### src/hw/dcache_pkg.sv
`default_nettype none

package dcache_pkg;

    localparam int NUM_SETS   = 128;
    localparam int LINE_WORDS = 16;
    localparam int INDEX_W    = 7;
    localparam int OFFSET_W   = 4;
    localparam int TAG_W      = 19;

    typedef logic [31:0] word_t;
    typedef logic [3:0]  byte_en_t;

    // Same 32 bits, either flat or split into cache fields
    typedef union packed {
        word_t raw;
        struct packed {
            logic [TAG_W-1:0]    tag;
            logic [INDEX_W-1:0]  index;
            logic [OFFSET_W-1:0] offset;
            logic [1:0]          byte_sel;
        } f;
    } addr_u;

    // Tag in the low bits, word 0 right above it
    typedef struct packed {
        word_t [LINE_WORDS-1:0] words;
        logic [TAG_W-1:0]       tag;
    } line_t;

    typedef struct packed {
        logic     en;
        logic     uncached;
        byte_en_t mask;     // Zero for loads
        addr_u    addr;
        word_t    wdata;
    } cpu_req_t;

    typedef struct packed {
        logic  ok;
        word_t data;
    } cpu_resp_t;

    typedef struct packed {
        logic  en;
        logic  uncached;
        word_t addr;
    } rd_req_t;

    typedef struct packed {
        logic  valid;
        logic  last;
        word_t data;
    } rd_beat_t;

    typedef struct packed {
        logic  en;
        word_t addr;
    } wr_req_t;

    typedef struct packed {
        logic     valid;
        logic     last;
        byte_en_t mask;
        word_t    data;
    } wr_beat_t;

endpackage

`default_nettype wire
### src/hw/writeback_ctrl.sv
`timescale 1ns/1ps
`default_nettype none

module writeback_ctrl import dcache_pkg::*; (
    input  wire logic               clk,
    input  wire logic               rst,
    input  wire logic               evict,
    input  wire line_t              victim,
    input  wire logic [INDEX_W-1:0] index,
    output wr_req_t                 wr_req,
    input  wire logic               wr_ok,
    output wr_beat_t                wr_beat,
    input  wire logic               wready,
    input  wire logic               bvalid,
    output logic                    wb_idle
);

    typedef enum logic [1:0] {
        W_IDLE,
        W_SHAKE,
        W_STREAM,
        W_RESULT
    } wstate_t;

    wstate_t state, next;

    logic [OFFSET_W-1:0] out_cnt;
    addr_u victim_addr;

    // Old line address from the stored tag
    always_comb begin
        victim_addr.raw     = '0;
        victim_addr.f.tag   = victim.tag;
        victim_addr.f.index = index;
    end

    assign wb_idle = state == W_IDLE;

    always_ff @(posedge clk) begin
        if (rst)
            state <= W_IDLE;
        else
            state <= next;
    end

    always_ff @(posedge clk) begin
        if (rst || state != W_STREAM)
            out_cnt <= '0;
        else if (wready)
            out_cnt <= out_cnt + 1'b1;
    end

    always_comb begin
        next    = state;
        wr_req  = '0;
        wr_beat = '0;

        case (state)
            W_IDLE: begin
                if (evict) begin
                    wr_req = '{en: 1'b1, addr: victim_addr.raw};
                    next   = wr_ok ? W_STREAM : W_SHAKE;
                end
            end
            W_SHAKE: begin
                wr_req = '{en: 1'b1, addr: victim_addr.raw};
                if (wr_ok)
                    next = W_STREAM;
            end
            W_STREAM: begin
                wr_beat.valid = 1'b1;
                wr_beat.last  = &out_cnt;
                wr_beat.mask  = 4'b1111;
                wr_beat.data  = victim.words[out_cnt];
                if (wready && &out_cnt)
                    next = W_RESULT;
            end
            W_RESULT: begin
                if (bvalid)
                    next = W_IDLE;
            end
            default: next = W_IDLE;
        endcase
    end

    a_evict_when_idle: assert property (@(posedge clk) disable iff (rst)
        evict |-> state == W_IDLE);

endmodule

`default_nettype wire

### config.mk
export PLATFORM = sky130hd
export DESIGN_NAME = writeback_ctrl
export DESIGN_NICKNAME = d
export VERILOG_FILES = /design/src/hw/dcache_pkg.sv /design/src/hw/writeback_ctrl.sv
export SDC_FILE = /design/constraint.sdc
export NUM_CORES = 1
export LEC_CHECK = 0
export BUFFER_PORTS_ARGS = -buffer_cell sky130_fd_sc_hd__buf_4
export CORE_AREA = 3 3 239 241
export CTS_CLUSTER_SIZE = 24
export DETAILED_ROUTE_END_ITERATION = 6
export DIE_AREA = 0 0 242 244
export GPL_TIMING_DRIVEN = 0
export SYNTH_ARGS = -nofsm -noshare
export SYNTH_HDL_FRONTEND = slang
export SYNTH_SLANG_ARGS = --single-unit
### constraint.sdc
create_clock -name clk -period 3.19 [get_ports clk]
set_input_delay 0 -clock clk [delete_from_list [all_inputs] [get_ports clk]]
set_output_delay 0 -clock clk [all_outputs]
set_load 0.05 [all_outputs]
# After elaboration in Yosys (flattened, before gate mapping)
# Index checks and enable logic that the tools add are counted.
[totals] register_bits=6 in_bits=544 output_inout_bits=72 elab_cells=28
[classes] addsub=1 order_cmp=1 n_eq_ne=8 mux=11 n_reduce_logical=5
[op_table] operator="32-bit binary-select mux with 4-bit select" count=1
[op_table] operator="33-bit case mux with 2 select lines" count=1
[op_table] operator="38-bit 2-to-1 mux" count=1
[op_table] operator="33-bit 2-to-1 mux" count=1
[op_table] operator="32-bit 2-to-1 mux" count=1
[op_table] operator="2-bit 2-to-1 mux" count=5
[op_table] operator="2-bit inequality test, second input constant" count=5
[op_table] operator="2-bit case mux with 4 select lines" count=1
[op_table] operator="4-bit AND reduction" count=2
[op_table] operator="4-bit by 5-bit < comparator with 1-bit output, second input constant" count=1
[op_table] operator="4-bit by 1-bit adder with 4-bit output, second input constant" count=1
[op_table] operator="2-bit equality test, second input constant" count=2
[op_table] operator="2-bit by 1-bit equality test with 1-bit output, second input constant" count=1
[op_table] operator="2-bit logical NOT" count=1
[op_table] operator="1-bit logical AND" count=1
[op_table] operator="1-bit logical OR" count=1

# Depth between registers and ports, before layout
[depth] depth_word=4 ltp_mapped=7 ltp_nobuf=6

# Worst setup path after synthesis
# OpenSTA, ideal clock, no wires.
[synth_path] kind="reg2out" start="register state[0]" end="output port wr_beat[10] in the netlist's numbering" arrival_time_ns=2.739 required_time_ns=3.190 setup_slack_ns=0.451 path_stages_with_launch=6 path_buffers=1 path_cell_list="dfxtp_1 > inv_1 > ha_1 > nand2b_1 > clkbuf_1 > o31ai_1"
[synth_lines] item="start: declaration" line="writeback_ctrl.sv:25" source="wstate_t state, next;"
[synth_lines] item="start signal: assignment" line="writeback_ctrl.sv:43" source="state <= next;"
[synth_lines] item="end: declaration" line="writeback_ctrl.sv:12" source="output wr_beat_t wr_beat,"

==> results.toml <==
[critical_path]
r2r_cells = 5
r2r-start = "state[0]$_SDFFE_PP0P_"
worstPathMaxFanout = 10
crit_path_cell_trace = "buf_2, clkbuf_1, mux4_2, a22oi_1, o31ai_1, buf_4"
crit_family = "buffers and inverters"
rr_endpoint = "state[1]$_SDFFE_PP0P_"
path_class = "flop to output pin"
endpoint_kind = "output pin"
arrival_ps = 3080
crit_required_ps = 3190
r2r_slack_ps = 1510
max_stage_delay_ps = 1000
start_kind = "flop"
cp_num_buf_inv = 3
cpMaxStageDelayCell = "clkbuf_1"

[synth]
synth-main-ff-cell = "dfxtp_1"
async_flop_share_pct = 0
avgSynthCellArea_um2 = 10.3
ys_warn_count = 0
syn_inst = 465
synth-edff-count = 0
syn_area_mm2 = 0.00479
ys_types = 32
seq_area_frac_synth_pct = 2.51
synth_seq_cells = 6

[global_route]
grt_max_degree = 12
globalRoute.totalOverflow = 0
grt_pass1_wl_um = 63600
antenna_found_initial = 5
grt_usage_pct = 15.4
grt_pass1_vias = 8209

[detailed_routing]
wl_per_cell_um = 26.6
drc = 0
viasPerCell = 3.94
first_pass_iters = 4
drtIter0Drc = 324
routed_wl_um = 48800
ant_nets = 0
via_count = 7225

[timing]
worst_pin_slew_ps = 1340
post-route-period-util_pct = 96.6
setup_tns_ps = 0
hold_violations = 0
drv_slew = 0
maxSlewHeadroom_pct = 10.6
setup_viol = 0
hold_ws_ps = 69.6
fin_crit_ps = 3080
max_freq_mhz = 325
skew_ps = 1.48
rsz0062_at_grt = "false"

[clock_tree]
cts_tree = "yes"
post-cts-setup-buffer-count = 0
insertion_delay_ps = 230
clk_transition_reported_paths_ps = 30
numCtsBuffers = 3
ctsRootBufferMaster = "clkbuf_16"
clockBufferDepth = 2
h-tree-depth = 1
cts_sinks = 6

[power_and_ir_drop]
cell_internal_pwr_mw = 1.40
pwr-share-seq_pct = 3.2
fin_total_pwr_mw = 3.02
ir_drop_v = 0.000304
clockPowerShare_pct = 6.7
combPwrFrac_pct = 90.1
leakage_nw = 4.53
switchingPower_mw = 1.62
cellPowerDensity_mw_per_mm2 = 291
power.share.switching_pct = 53.7

[die]
initial_core_util_pct = 8.69
dieArea_mm2 = 0.0590
dieWidth_um = 242
chipHeight_um = 244
ioPinCount = 616
core_area_mm2 = 0.0551
core.rowCount = 86

[hold_path]
hold_path_class = "input port to flop"
hold_depth = 3
hp-start = "wready"
whs_endpoint = "out_cnt[0]$_SDFFE_PP0P_"

[placed_design]
dp_hpwl_um = 41700
io_buffer_count = 609
placed_cell_area_mm2 = 0.0103
gp_congestion = 0.982
post-place-cells = 1827

[layout]
layout_commonest_cell = "buf_4"
final_cells = 1833
final_area_mm2 = 0.0104
fin_nets = 1634
drive_gt1_share_pct = 78.9
final_cell_mix = "buf_4, mux2_2, o22ai_1, mux4_2, o31ai_1"
area_growth_pct = 117

[run_status]
status = "finished, final reports clean"

[flow_run]
max_cap_viol_count = 0
-- layer usage --
layer	GRT usage, %	up-vias	routed length, um
met2	28.3	505	24500
li1	-	3167	-
met1	17.2	3475	18700
met5	0	-	47
met3	4.23	72	3840
met4	5.18	6	1750
-- area by class of cell --
type	instances	area, um^2
Timing Repair Buffer	610	4580
Antenna cell	2	5.00
Fill cell	6168	44700
Tap cell	748	936
Inverter	3	11.3
Clock buffer	3	75.1
Buffer	66	407
Sequential cell	6	120
Multi-Input combinational cell	395	4270
-- sequential cells by signal, indices dropped and copies added, names as in the netlist --
signal / flops
state: 2
out_cnt: 4
-- how the worst max path moves through the flow --
| stage | slack [ps] | from | to | depth (start not counted) |
|---|---|---|---|---|
| 6_report | 110 | out_cnt[2]$_SDFFE_PP0P_ | wr_beat[21] | 6 |
| 5_1_grt | 40 | state[0]$_SDFFE_PP0P_ | wr_beat[21] | 8 |
| 4_1_cts | 50 | state[0]$_SDFFE_PP0P_ | wr_beat[19] | 8 |
| 3_5_place_dp | 300 | state[0]$_SDFFE_PP0P_ | wr_beat[19] | 8 |
| 3_3_place_gp | 320 | state[0]$_SDFFE_PP0P_ | wr_beat[30] | 6 |
| 2_1_floorplan | 450 | state[0]$_SDFFE_PP0P_ | wr_beat[10] | 5 |
-- Yosys cell counts, types with 2 or more instances --
library cell | n | area share, %
inv_1 | 3 | 0.24
a21oi_1 | 2 | 0.21
mux2_2 | 128 | 30
ha_1 | 5 | 1.3
nor2_1 | 9 | 0.71
xor2_1 | 2 | 0.37
mux4_1 | 4 | 2.2
o31ai_1 | 32 | 5.0
o22ai_1 | 64 | 8.4
nand2_1 | 4 | 0.31
dfxtp_1 | 6 | 2.5
nor2b_1 | 30 | 3.9
a22oi_1 | 31 | 4.9
buf_6 | 8 | 1.9
nand2b_1 | 4 | 0.52
mux2i_1 | 5 | 1.0
buf_4 | 17 | 2.7
clkbuf_1 | 11 | 0.86
buf_2 | 27 | 2.8
buf_1 | 3 | 0.24
mux4_2 | 59 | 28
-- per-stage QoR --
stage	utilization, %	setup slack (ps)
after CTS	18.9	49.7
after global routing	18.9	37.7
final	18.9	109
after detailed placement	18.7	305
after floorplan	-	451
after global placement	18.7	324
-- power groups by stage --
stage	Clock, mW	Sequential, mW	Combinational [mW]
global route	0.212	0.0985	2.86
detailed placement	0	0.0974	2.77
CTS	0.208	0.0964	2.78
floorplan	0	0.0949	1.52
finish	0.203	0.0966	2.72
global placement	0	0.0959	2.75
-- worst reg2reg max path: stages (launching register included) --
cell,delay (ps)
dfxtp_1,380
inv_1,90
ha_1,370
a2111oi_4,430
nor2_1,90
a211oi_1,240
-- what timing repair did --
action,in CTS,in global routing
resized for setup,0,3
hold buffers,1,0
setup endpoints to repair,0,4
hold endpoints to repair,2,0
-- cell families (layout without fill, tap and decap cells) --
logic type                 Yosys count  count (layout)  share of synthesized area [%]
AOI/OAI and AO/OA                  133             133                           19.5
DFF                                  6               6                           2.51
buffers and inverters               69             682                           8.71
muxes                              196             196                           61.1
adders and majority gates            5               5                           1.31
and+or+nand+nor                     52              52                           6.25
xor gates and xnor gates             3               3                          0.549
other                                1               8                         0.0784
Power figures use the tool's default switching activity.
