File: src/hw/dcache_pkg.sv
`default_nettype none

package dcache_pkg;

    localparam int NUM_SETS   = 128;
    localparam int LINE_WORDS = 16;
    localparam int INDEX_W    = 7;
    localparam int OFFSET_W   = 4;
    localparam int TAG_W      = 19;

    typedef logic [31:0] word_t;
    typedef logic [3:0]  byte_en_t;

    // Same 32 bits, either flat or split into cache fields
    typedef union packed {
        word_t raw;
        struct packed {
            logic [TAG_W-1:0]    tag;
            logic [INDEX_W-1:0]  index;
            logic [OFFSET_W-1:0] offset;
            logic [1:0]          byte_sel;
        } f;
    } addr_u;

    // Tag in the low bits, word 0 right above it
    typedef struct packed {
        word_t [LINE_WORDS-1:0] words;
        logic [TAG_W-1:0]       tag;
    } line_t;

    typedef struct packed {
        logic     en;
        logic     uncached;
        byte_en_t mask;     // Zero for loads
        addr_u    addr;
        word_t    wdata;
    } cpu_req_t;

    typedef struct packed {
        logic  ok;
        word_t data;
    } cpu_resp_t;

    typedef struct packed {
        logic  en;
        logic  uncached;
        word_t addr;
    } rd_req_t;

    typedef struct packed {
        logic  valid;
        logic  last;
        word_t data;
    } rd_beat_t;

    typedef struct packed {
        logic  en;
        word_t addr;
    } wr_req_t;

    typedef struct packed {
        logic     valid;
        logic     last;
        byte_en_t mask;
        word_t    data;
    } wr_beat_t;

endpackage

`default_nettype wire
File: src/hw/miss_ctrl.sv
`timescale 1ns/1ps
`default_nettype none

module miss_ctrl import dcache_pkg::*; (
    input  wire logic      clk,
    input  wire logic      rst,
    input  wire cpu_req_t  cpu_req,
    output cpu_resp_t      cpu_resp,
    input  wire logic      hit,
    input  wire logic      dirty,
    input  wire line_t     line,
    output logic           store_en,
    output logic           refill_en,
    output line_t          refill_line,
    output rd_req_t        rd_req,
    input  wire logic      rd_ok,
    input  wire rd_beat_t  rd_beat,
    output logic           evict,
    input  wire logic      wb_idle
);

    typedef enum logic [2:0] {
        S_IDLE,
        S_RSHAKE,
        S_RECV,
        S_WBWAIT,
        S_REFILL,
        S_USHAKE,
        S_URET
    } state_t;

    state_t state, next;

    word_t [LINE_WORDS-1:0] rbuf;
    logic [OFFSET_W-1:0] beat_cnt;
    addr_u line_addr;
    logic is_store;

    assign is_store = cpu_req.mask != '0;

    // Line-aligned refill address
    always_comb begin
        line_addr = cpu_req.addr;
        line_addr.f.offset = '0;
        line_addr.f.byte_sel = '0;
    end

    assign refill_line.words = rbuf;
    assign refill_line.tag   = cpu_req.addr.f.tag;

    always_ff @(posedge clk) begin
        if (rst)
            state <= S_IDLE;
        else
            state <= next;
    end

    always_ff @(posedge clk) begin
        if (rst || state != S_RECV)
            beat_cnt <= '0;
        else if (rd_beat.valid)
            beat_cnt <= beat_cnt + 1'b1;
    end

    always_ff @(posedge clk) begin
        if (state == S_RECV && rd_beat.valid)
            rbuf[beat_cnt] <= rd_beat.data;
    end

    always_comb begin
        next      = state;
        cpu_resp  = '0;
        rd_req    = '0;
        store_en  = 1'b0;
        refill_en = 1'b0;
        evict     = 1'b0;

        case (state)
            S_IDLE: begin
                if (cpu_req.en && cpu_req.uncached) begin
                    rd_req = '{en: 1'b1, uncached: 1'b1, addr: cpu_req.addr.raw};
                    next   = rd_ok ? S_URET : S_USHAKE;
                end else if (cpu_req.en && hit) begin
                    cpu_resp.ok = 1'b1;
                    store_en    = is_store;
                    if (!is_store)
                        cpu_resp.data = line.words[cpu_req.addr.f.offset];
                end else if (cpu_req.en) begin
                    rd_req = '{en: 1'b1, uncached: 1'b0, addr: line_addr.raw};
                    evict  = dirty;     // Write-back runs alongside the read
                    next   = rd_ok ? S_RECV : S_RSHAKE;
                end
            end
            S_RSHAKE: begin
                rd_req = '{en: 1'b1, uncached: 1'b0, addr: line_addr.raw};
                if (rd_ok)
                    next = S_RECV;
            end
            S_RECV: begin
                if (rd_beat.valid && rd_beat.last)
                    next = wb_idle ? S_REFILL : S_WBWAIT;
            end
            S_WBWAIT: begin
                if (wb_idle)
                    next = S_REFILL;
            end
            S_REFILL: begin
                refill_en     = 1'b1;
                cpu_resp.ok   = !is_store;  // Store replays as a hit
                cpu_resp.data = is_store ? '0 : rbuf[cpu_req.addr.f.offset];
                next          = S_IDLE;
            end
            S_USHAKE: begin
                rd_req = '{en: 1'b1, uncached: 1'b1, addr: cpu_req.addr.raw};
                if (rd_ok)
                    next = S_URET;
            end
            S_URET: begin
                cpu_resp.ok   = rd_beat.valid;
                cpu_resp.data = rd_beat.data;
                if (rd_beat.valid && rd_beat.last)
                    next = S_IDLE;
            end
            default: next = S_IDLE;
        endcase
    end

    a_no_uncached_store: assert property (@(posedge clk) disable iff (rst)
        cpu_req.en && cpu_req.uncached |-> cpu_req.mask == '0);

    a_rd_addr_stable: assert property (@(posedge clk) disable iff (rst)
        rd_req.en && !rd_ok |=> rd_req.en && $stable(rd_req.addr));

endmodule

`default_nettype wire

File: config.mk
export PLATFORM = sky130hd
export DESIGN_NAME = miss_ctrl
export DESIGN_NICKNAME = d
export VERILOG_FILES = /design/src/hw/dcache_pkg.sv /design/src/hw/miss_ctrl.sv
export SDC_FILE = /design/constraint.sdc
export NUM_CORES = 1
export LEC_CHECK = 0
export BUFFER_PORTS_ARGS = -buffer_cell sky130_fd_sc_hd__buf_4
export CORE_AREA = 2 2 488 490
export CTS_CLUSTER_SIZE = 28
export DETAILED_ROUTE_END_ITERATION = 8
export DIE_AREA = 0 0 490 492
export GPL_TIMING_DRIVEN = 0
export HOLD_SLACK_MARGIN = 0.06
export PLACE_DENSITY = 0.3
export REMOVE_ABC_BUFFERS = 1
export SYNTH_ARGS = -nofsm -noshare
export SYNTH_HDL_FRONTEND = slang
export SYNTH_SLANG_ARGS = --single-unit
File: constraint.sdc
create_clock -name clk -period 5.2 [get_ports clk]
set_input_delay 0.52 -clock clk [delete_from_list [all_inputs] [get_ports clk]]
set_output_delay 0.52 -clock clk [all_outputs]
set_load 0.005 [all_outputs]
## Yosys cells after proc, flatten, opt, wreduce, memory -nomap -nowiden

Cells that the tools add are included.

| storage, ports and cells | value |
|---|---|
| output and inout bits | 601 |
| input port bits | 641 |
| word-level logic and storage cells | 82 |
| register bits after elaboration | 519 |

| operators by class | value |
|---|---|
| reductions and logical operators | 10 |
| mux-type cells | 36 |
| add/subtract/negate cells | 1 |
| equal/unequal tests | 14 |
| magnitude comparators | 3 |

Operator list:

| kind | count |
|---|---|
| 512-bit bitwise mux | 1 |
| 32-bit binary-select mux with 4-bit select | 2 |
| 32-bit 2-to-1 mux | 5 |
| 32-bit demux with 4-bit select | 1 |
| 34-bit 2-to-1 mux | 3 |
| 34-bit one-hot mux with 3 select lines | 1 |
| 33-bit one-hot mux with 3 select lines | 1 |
| 33-bit 2-to-1 mux | 2 |
| 3-bit 2-to-1 mux | 9 |
| 3-bit one-hot mux with 6 select lines | 1 |
| 4-bit by 5-bit less-than comparator with 1-bit output (second input constant) | 2 |
| 3-bit equality test (second input constant) | 3 |
| 1-bit 2-to-1 mux | 8 |
| 2-bit inequality test (second input constant) | 4 |
| 7-bit AND reduction | 1 |
| 3-bit by 2-bit equality test with 1-bit output (second input constant) | 2 |
| 3-bit inequality test (second input constant) | 2 |
| 1-bit logical AND | 5 |
| 4-bit by 1-bit adder with 4-bit output (second input constant) | 1 |
| 4-bit by 1-bit >= comparator with 1-bit output (second input constant) | 1 |
| 2-bit 2-to-1 mux | 2 |
| 4-bit nonzero test | 1 |
| 3-bit by 1-bit equality test with 1-bit output (second input constant) | 1 |
| 3-bit zero test | 1 |
| 4 further kinds | 4 |

## Longest topological paths before layout

Gate-level depths: netlist of run 1.

| depth | value |
|---|---|
| depth in word-level cells | 6 |
| depth in mapped cells | 9 |
| gate-level depth less buffers | 5 |

## Least setup slack after synthesis of run 1

No wires, ideal clock.

| path | value |
|---|---|
| path type | input to register |
| from | input rd_beat[33] (netlist bit) |
| to | register rbuf, in the netlist refill_line[100], enable pin |
| cell stages on the path | 4 |
| required time | 4.739 ns |
| path buffers | 1 |
| path slack | 1.439 ns |
| library setup time | 0.461 ns |
| arrival time | 3.300 ns |
| path through | clkbuf_1 > and3_1 > nand2_1 > nor3_1 |

| on the way | value |
|---|---|
| cells in the longest elaborated chain, start to end | 1 |

Ends and longest elaborated chain:

| item | RTL line | source |
|---|---|---|
| start, declared | miss_ctrl.sv:17 | `input wire rd_beat_t rd_beat,` |
| 1-bit logical AND | miss_ctrl.sv:66 | `if (state == S_RECV && rd_beat.valid)` |
| end signal, assigned by index | miss_ctrl.sv:67 | `rbuf[beat_cnt] <= rd_beat.data;` |
| end, declared | miss_ctrl.sv:34 | `word_t [LINE_WORDS-1:0] rbuf;` |

No other way between the ends.
A chain may end at the register's enable or synchronous reset.

==> results of run 1 <==
## report_power, final
part	switching, uW	total (uW)	internal (uW)
logic	791	1600	809
registers	45.4	4690	4640
clock network	2210	5060	2860
total	3040	11300	8300
## routing by layer
layer | wire (um) | up-vias | share of wire
met5 | 27 | - | 0.00015
met4 | 4130 | 4 | 0.023
met3 | 16800 | 130 | 0.092
met2 | 86900 | 1019 | 0.48
met1 | 74200 | 10579 | 0.41
li1 | - | 8771 | -
## state kept, by name, summed over array words and instances (netlist names)
signal and cells:
state 3, beat_cnt 4, refill_line 512
## cells by family (layout without fill, tap and decap cells)
group | count (synthesis) | after routing | share of synthesized area
AND/OR/NAND/NOR | 257 | 257 | 0.0545
adder cells (fa/ha/maj) | 4 | 4 | 0.00198
AO/OA/AOI/OAI | 225 | 225 | 0.0677
XOR/XNOR | 3 | 3 | 0.00104
multiplexers | 380 | 380 | 0.225
flip-flops | 519 | 519 | 0.615
buffers and inverters | 144 | 1415 | 0.0343
other | 0 | 11 | 0
## Yosys cell counts, types with 5 or more instances
master / n / area [um2]
a2111oi_0: 18 / 158
nand4_1: 21 / 131
mux4_2: 148 / 3330
buf_6: 11 / 124
o211ai_1: 19 / 143
a22o_1: 18 / 158
a21oi_1: 10 / 50.1
clkbuf_1: 54 / 203
edfxtp_1: 512 / 15400
a221oi_1: 10 / 87.6
buf_2: 25 / 125
and3_1: 20 / 125
o22ai_1: 8 / 50.1
nand2b_1: 5 / 31.3
mux2_2: 18 / 203
nor2b_1: 40 / 250
a211oi_1: 18 / 135
mux2i_1: 214 / 2140
buf_4: 38 / 285
and2_1: 34 / 213
a22oi_1: 65 / 488
nand3_1: 9 / 45.0
nor2_1: 38 / 143
inv_1: 5 / 18.8
a2111o_1: 7 / 78.8
dfxtp_1: 7 / 140
o21ai_0: 28 / 140
nor3_1: 17 / 85.1
buf_1: 5 / 18.8
nand2_1: 58 / 218
## worst paths after layout
kind | slack (ps) | endpoint | depth (start not counted) | startpoint
worst max-delay path | 430 | cpu_resp[24] | 9 | cpu_req[34]
worst min-delay path | 160 | refill_line[152]$_DFFE_PP_ | 1 | rd_beat[5]
worst max register to register | 2040 | refill_line[87]$_DFFE_PP_ | 8 | state[0]$_SDFFE_PP0P_
worst min register to register | 580 | beat_cnt[1]$_SDFFE_PP0P_ | 2 | beat_cnt[1]$_SDFFE_PP0P_
## cell type report
class	instances	area, um2
clock buffer	91	1960
tap	3167	3960
multi-input combinational	869	9010
timing repair buffer	1274	10500
sequential	519	15500
fill	25965	195000
inverter	5	18.8
clock inverter	45	393
antenna	11	27.5
## worst max-delay path: stages
cell	delay (ps)
buf_8	390
buf_16	430
buf_16	450
buf_16	410
mux4_2	610
nor2b_1	180
a2111oi_2	460
o31ai_1	160
buf_4	170
## stage by stage
| stage | util | power, uW | worst slack, ps | hold slack, ps |
|---|---|---|---|---|
| floorplan | - | 5270 | 1480 | 533 |
| global placement | 0.158 | 6440 | -9040 | 577 |
| detailed placement | 0.165 | 6410 | 112 | 569 |
| CTS | 0.175 | 11600 | 98.3 | 66.1 |
| global route | 0.175 | 11800 | 53.2 | 114 |
| finish | 0.175 | 11300 | 426 | 161 |
## what timing repair did
| action | 4_1_cts | 5_1_grt |
|---|---|---|
| setup buffers | 0 | 0 |
| setup endpoints to repair | 0 | 1 |
| endpoints found under the hold margin | 4 | 0 |
| hold buffers | 2 | 0 |
| gates resized for setup | 0 | 1 |
==> results.sh, run 1 <==
export IMPL_grt_ovfl_total=0
export IMPL_worst_pin_slew_ps=1170
export IMPL_routedWlPerCell_um=30.5
export IMPL_cp_data_arrival_time_ps=4250
export IMPL_area_delta_synth_final_pct=64.0
export IMPL_wirelength_um=182000
export IMPL_seq_area_frac_synth=0.615
export IMPL_final_hold_viol_count=0
export IMPL_worstPathRequired_ps=4680
export IMPL_min_period_ps=4770
export IMPL_status="complete, no violations"
export IMPL_grt_util_all_layers=0.146
export IMPL_grt_antenna_before_repair=23
export IMPL_fin_area_um2=41400
export IMPL_p_per_area_nw_per_um2=274
export IMPL_ys_flop_type="edfxtp_1"
export IMPL_root_buffer="clkbuf_16"
export IMPL_grt_busiest_layer="met2"
export IMPL_ys_ff_latch=519
export IMPL_viasPerCell=3.43
export IMPL_dieArea_um2=241000
export IMPL_cts_buffer_depth=3
export IMPL_setup_tns_ps=0
export IMPL_startpoint_type="input port"
export IMPL_dp_cells=5832
export IMPL_slew_violations=0
export IMPL_layout_drive_gt1_share=0.566
export IMPL_place_congestion=0.871
export IMPL_num_rows=179
export IMPL_firstDrtPassIters=7
export IMPL_synthesis_area_um2=25200
export IMPL_crit_type="input port to output port"
export IMPL_drv_cap=0
export IMPL_die_x_um=490
export IMPL_clk_pin_slew_ps=60
export IMPL_cts_buffers=75
export IMPL_use_met1=0.174
export IMPL_synthCells=1532
export IMPL_worstPathMaxFanout=78
export IMPL_worstSkewPairLatency_ps=700
export IMPL_cts_htree_levels=3
export IMPL_slew_headroom=0.219
export IMPL_layout_commonest_cell="buf_4"
export IMPL_met3_usage=0.0581
export IMPL_grt_max_degree=79
export IMPL_via_count=20503
export IMPL_numPortBuffers=1190
export IMPL_grt_pass1_wl_um=234000
export IMPL_hold_path_class="input port to flop"
export IMPL_layout_common_cells="buf_4 (1188), edfxtp_1 (512), mux2i_1 (214), mux4_2 (148), clkbuf_16 (76)"
export IMPL_cts_tree="built"
export IMPL_ys_warnings_count=0
export IMPL_synth_edff_count=512
export IMPL_instances_no_fill=5981
export IMPL_finalCritPeriodShare=0.918
export IMPL_dp_hpwl_um=145000
export IMPL_async_flop_share=0
export IMPL_grt_pass1_vias=22547
export IMPL_core_area_um2=236000
export IMPL_ir_worst_vdd_mv=0.205
export IMPL_use_met2=0.243
export IMPL_placed_cell_area_um2=38900
export IMPL_fin_skew_ps=49.8
export IMPL_io_pin_count=1242
export IMPL_ys_types=56
export IMPL_rsz0062_at_grt="no"
export IMPL_cts_sinks=519
export IMPL_avgSynthCellArea_um2=16.5
export IMPL_leakagePower_uw=0.0156
export IMPL_initial_utilization=0.107
export IMPL_postRouteAntennaNets=0
export IMPL_endpoint_kind="output port"
export IMPL_drtIter0Drc=1251
export IMPL_route_detailed_drc=0
export IMPL_setup_viol=0
export IMPL_die_h_um=492
export IMPL_fmax_mhz=209
export IMPL_nNetsFinal=3389
No activity file was read; power rests on OpenSTA's default activity.
==> inputs of run 2 (changes only) <==
CORE_AREA = 2 2 481 483   (was 2 2 488 490)
DIE_AREA = 0 0 483 485   (was 0 0 490 492)
==> run 2 against run 1 <==
Effect of this change: die area shrank 2.8%; combinational power is essentially flat; sequential share of layout area grew 0.22 points; sequential power is essentially flat; power grew 0.46%; cell count shrank 2.3%; hold slack gained 15 ps; sequential cell count is the same; largest cell class unchanged.
==> results.sh, run 2 (same netlist as run 1, synthesis figures left out) <==
export IMPL_dp_hpwl_um=142000
export IMPL_leakagePower_uw=0.0155
export IMPL_worstSkewPairLatency_ps=670
export IMPL_cts_tree="built"
export IMPL_dieArea_um2=234000
export IMPL_crit_top_cell="buf_16"
export IMPL_slew_headroom=0.300
export IMPL_placed_cell_area_um2=38700
export IMPL_num_rows=176
export IMPL_firstDrtPassIters=5
export IMPL_cts_setup_buffers=0
export IMPL_cts_buffer_depth=3
export IMPL_fin_ws_ps=493
export IMPL_via_count=20529
export IMPL_ir_worst_vdd_mv=0.192
export IMPL_grt_pass1_vias=22295
export IMPL_die_h_um=485
export IMPL_drv_cap=0
export IMPL_rsz0062_at_grt="no"
export IMPL_fillers=25102
export IMPL_core_area_um2=229000
export IMPL_cts_htree_levels=3
export IMPL_comb_power_share=0.140
export IMPL_viasPerCell=3.51
export IMPL_clk_pin_slew_ps=60
export IMPL_place_congestion=0.820
export IMPL_postRouteAntennaNets=0
export IMPL_wirelength_um=177000
export IMPL_seqPwrFrac=0.411
export IMPL_slowest_delay_ps=540
export IMPL_p_per_area_nw_per_um2=277
export IMPL_slowest_stage="a2111oi_0"
export IMPL_layout_commonest_cell="buf_4"
export IMPL_final_hold_viol_count=0
export IMPL_status="complete, no violations"
export IMPL_fin_skew_ps=30.1
export IMPL_numPortBuffers=1190
export IMPL_startpoint_type="input port"
export IMPL_cts_sinks=519
export IMPL_utilization=0.179
export IMPL_nNetsFinal=3383
export IMPL_root_buffer="clkbuf_16"
export IMPL_fmax_mhz=212
export IMPL_layout_common_cells="buf_4 (1186), edfxtp_1 (512), mux2i_1 (214), mux4_2 (148), clkbuf_16 (76)"
export IMPL_hold_path_class="input port to flop"
export IMPL_drtIter0Drc=1326
export IMPL_clockPowerShare=0.449
export IMPL_slew_violations=0
export IMPL_endpoint_kind="output port"
export IMPL_crit_type="input port to output port"
export IMPL_setup_viol=0
export IMPL_worstPathRequired_ps=4680
export IMPL_cts_buffers=74
export IMPL_grt_util_all_layers=0.146
export IMPL_largest_register_ffs=512
export IMPL_switchingPower_uw=2980
export IMPL_worst_pin_slew_ps=1050
export IMPL_area_delta_synth_final_pct=63.0
export IMPL_initial_utilization=0.110
export IMPL_grt_pass1_wl_um=228000
export IMPL_crit_chain="buf_12 > buf_16 > buf_16 > buf_16 > mux2i_1 > a22o_1 > a2111oi_0 > o21ai_0 > nand4_1 > buf_4"
export IMPL_min_period_ps=4710
export IMPL_grt_max_degree=79
export IMPL_intPower_uw=8420
export IMPL_setup_tns_ps=0
export IMPL_worstPathMaxFanout=78
export IMPL_cp_data_arrival_time_ps=4190
export IMPL_switching_share=0.261
export IMPL_layout_drive_gt1_share=0.564
export IMPL_grt_ovfl_total=0
export IMPL_grt_antenna_before_repair=23
export IMPL_route_detailed_drc=0
export IMPL_place_ws_ps=24.6
export IMPL_p_total_uw=11400
export IMPL_fin_area_um2=41100
export IMPL_routedWlPerCell_um=30.3
export IMPL_io_pin_count=1242
export IMPL_finalCritPeriodShare=0.905
export IMPL_die_x_um=483
run 2: final cells by class:
cell class	instances	area (um2)	share of cell area
Antenna cell	18	45.0	0.00110
Clock buffer	86	1940	0.0472
Clock inverter	49	429	0.0104
Inverter	5	18.8	0.000457
Multi-Input combinational cell	869	9000	0.219
Sequential cell	519	15500	0.377
Tap cell	3026	3790	0.0921
Timing Repair Buffer	1269	10400	0.252
run 2: repair_timing:
| action | CTS | global route |
|---|---|---|
| resized for setup | 0 | 1 |
| hold endpoints to repair | 3 | 0 |
| hold buffers | 1 | 0 |
| endpoints found under the setup margin | 0 | 1 |
run 2: power groups by stage:
stage	sequential, uW	clock [uW]	combinational, uW
detailed placement	4770	0	1630
CTS	4690	5360	1640
global placement	4790	0	1640
global route	4690	5480	1710
floorplan	4760	0	505
finish	4690	5120	1600
run 2: critical path: cells and delay by family:
kind / cells / cell delay [ps]
mux: 1 / 170
buf+inv: 5 / 1620
simple gates: 1 / 200
compound gates: 3 / 1230
run 2: final timing paths:
kind	start	to	slack (ps)	depth (start not counted)
setup reg to reg	state[0]$_SDFFE_PP0P_	refill_line[144]$_DFFE_PP_	1770	9
setup / recovery	cpu_req[34]	cpu_resp[30]	490	10
hold reg to reg	beat_cnt[1]$_SDFFE_PP0P_	beat_cnt[1]$_SDFFE_PP0P_	600	2
hold / removal	rd_ok	state[1]$_SDFFE_PP0P_	180	3
run 2: through the flow:
step | hold slack [ps] | std cells
6_report | 176 | 5841
5_1_grt | 126 | 5828
4_1_cts | 67.9 | 5823
3_5_place_dp | 578 | 5687
3_3_place_gp | 581 | 5609
2_1_floorplan | 533 | 1393
run 2: metal layers:
metal / track usage / wire (um) / up-vias
met5: 0 / 13 / -
met4: 0.0289 / 2620 / 2
met3: 0.0532 / 15700 / 107
met2: 0.253 / 87500 / 986
met1: 0.172 / 71400 / 10663
li1: - / - / 8771
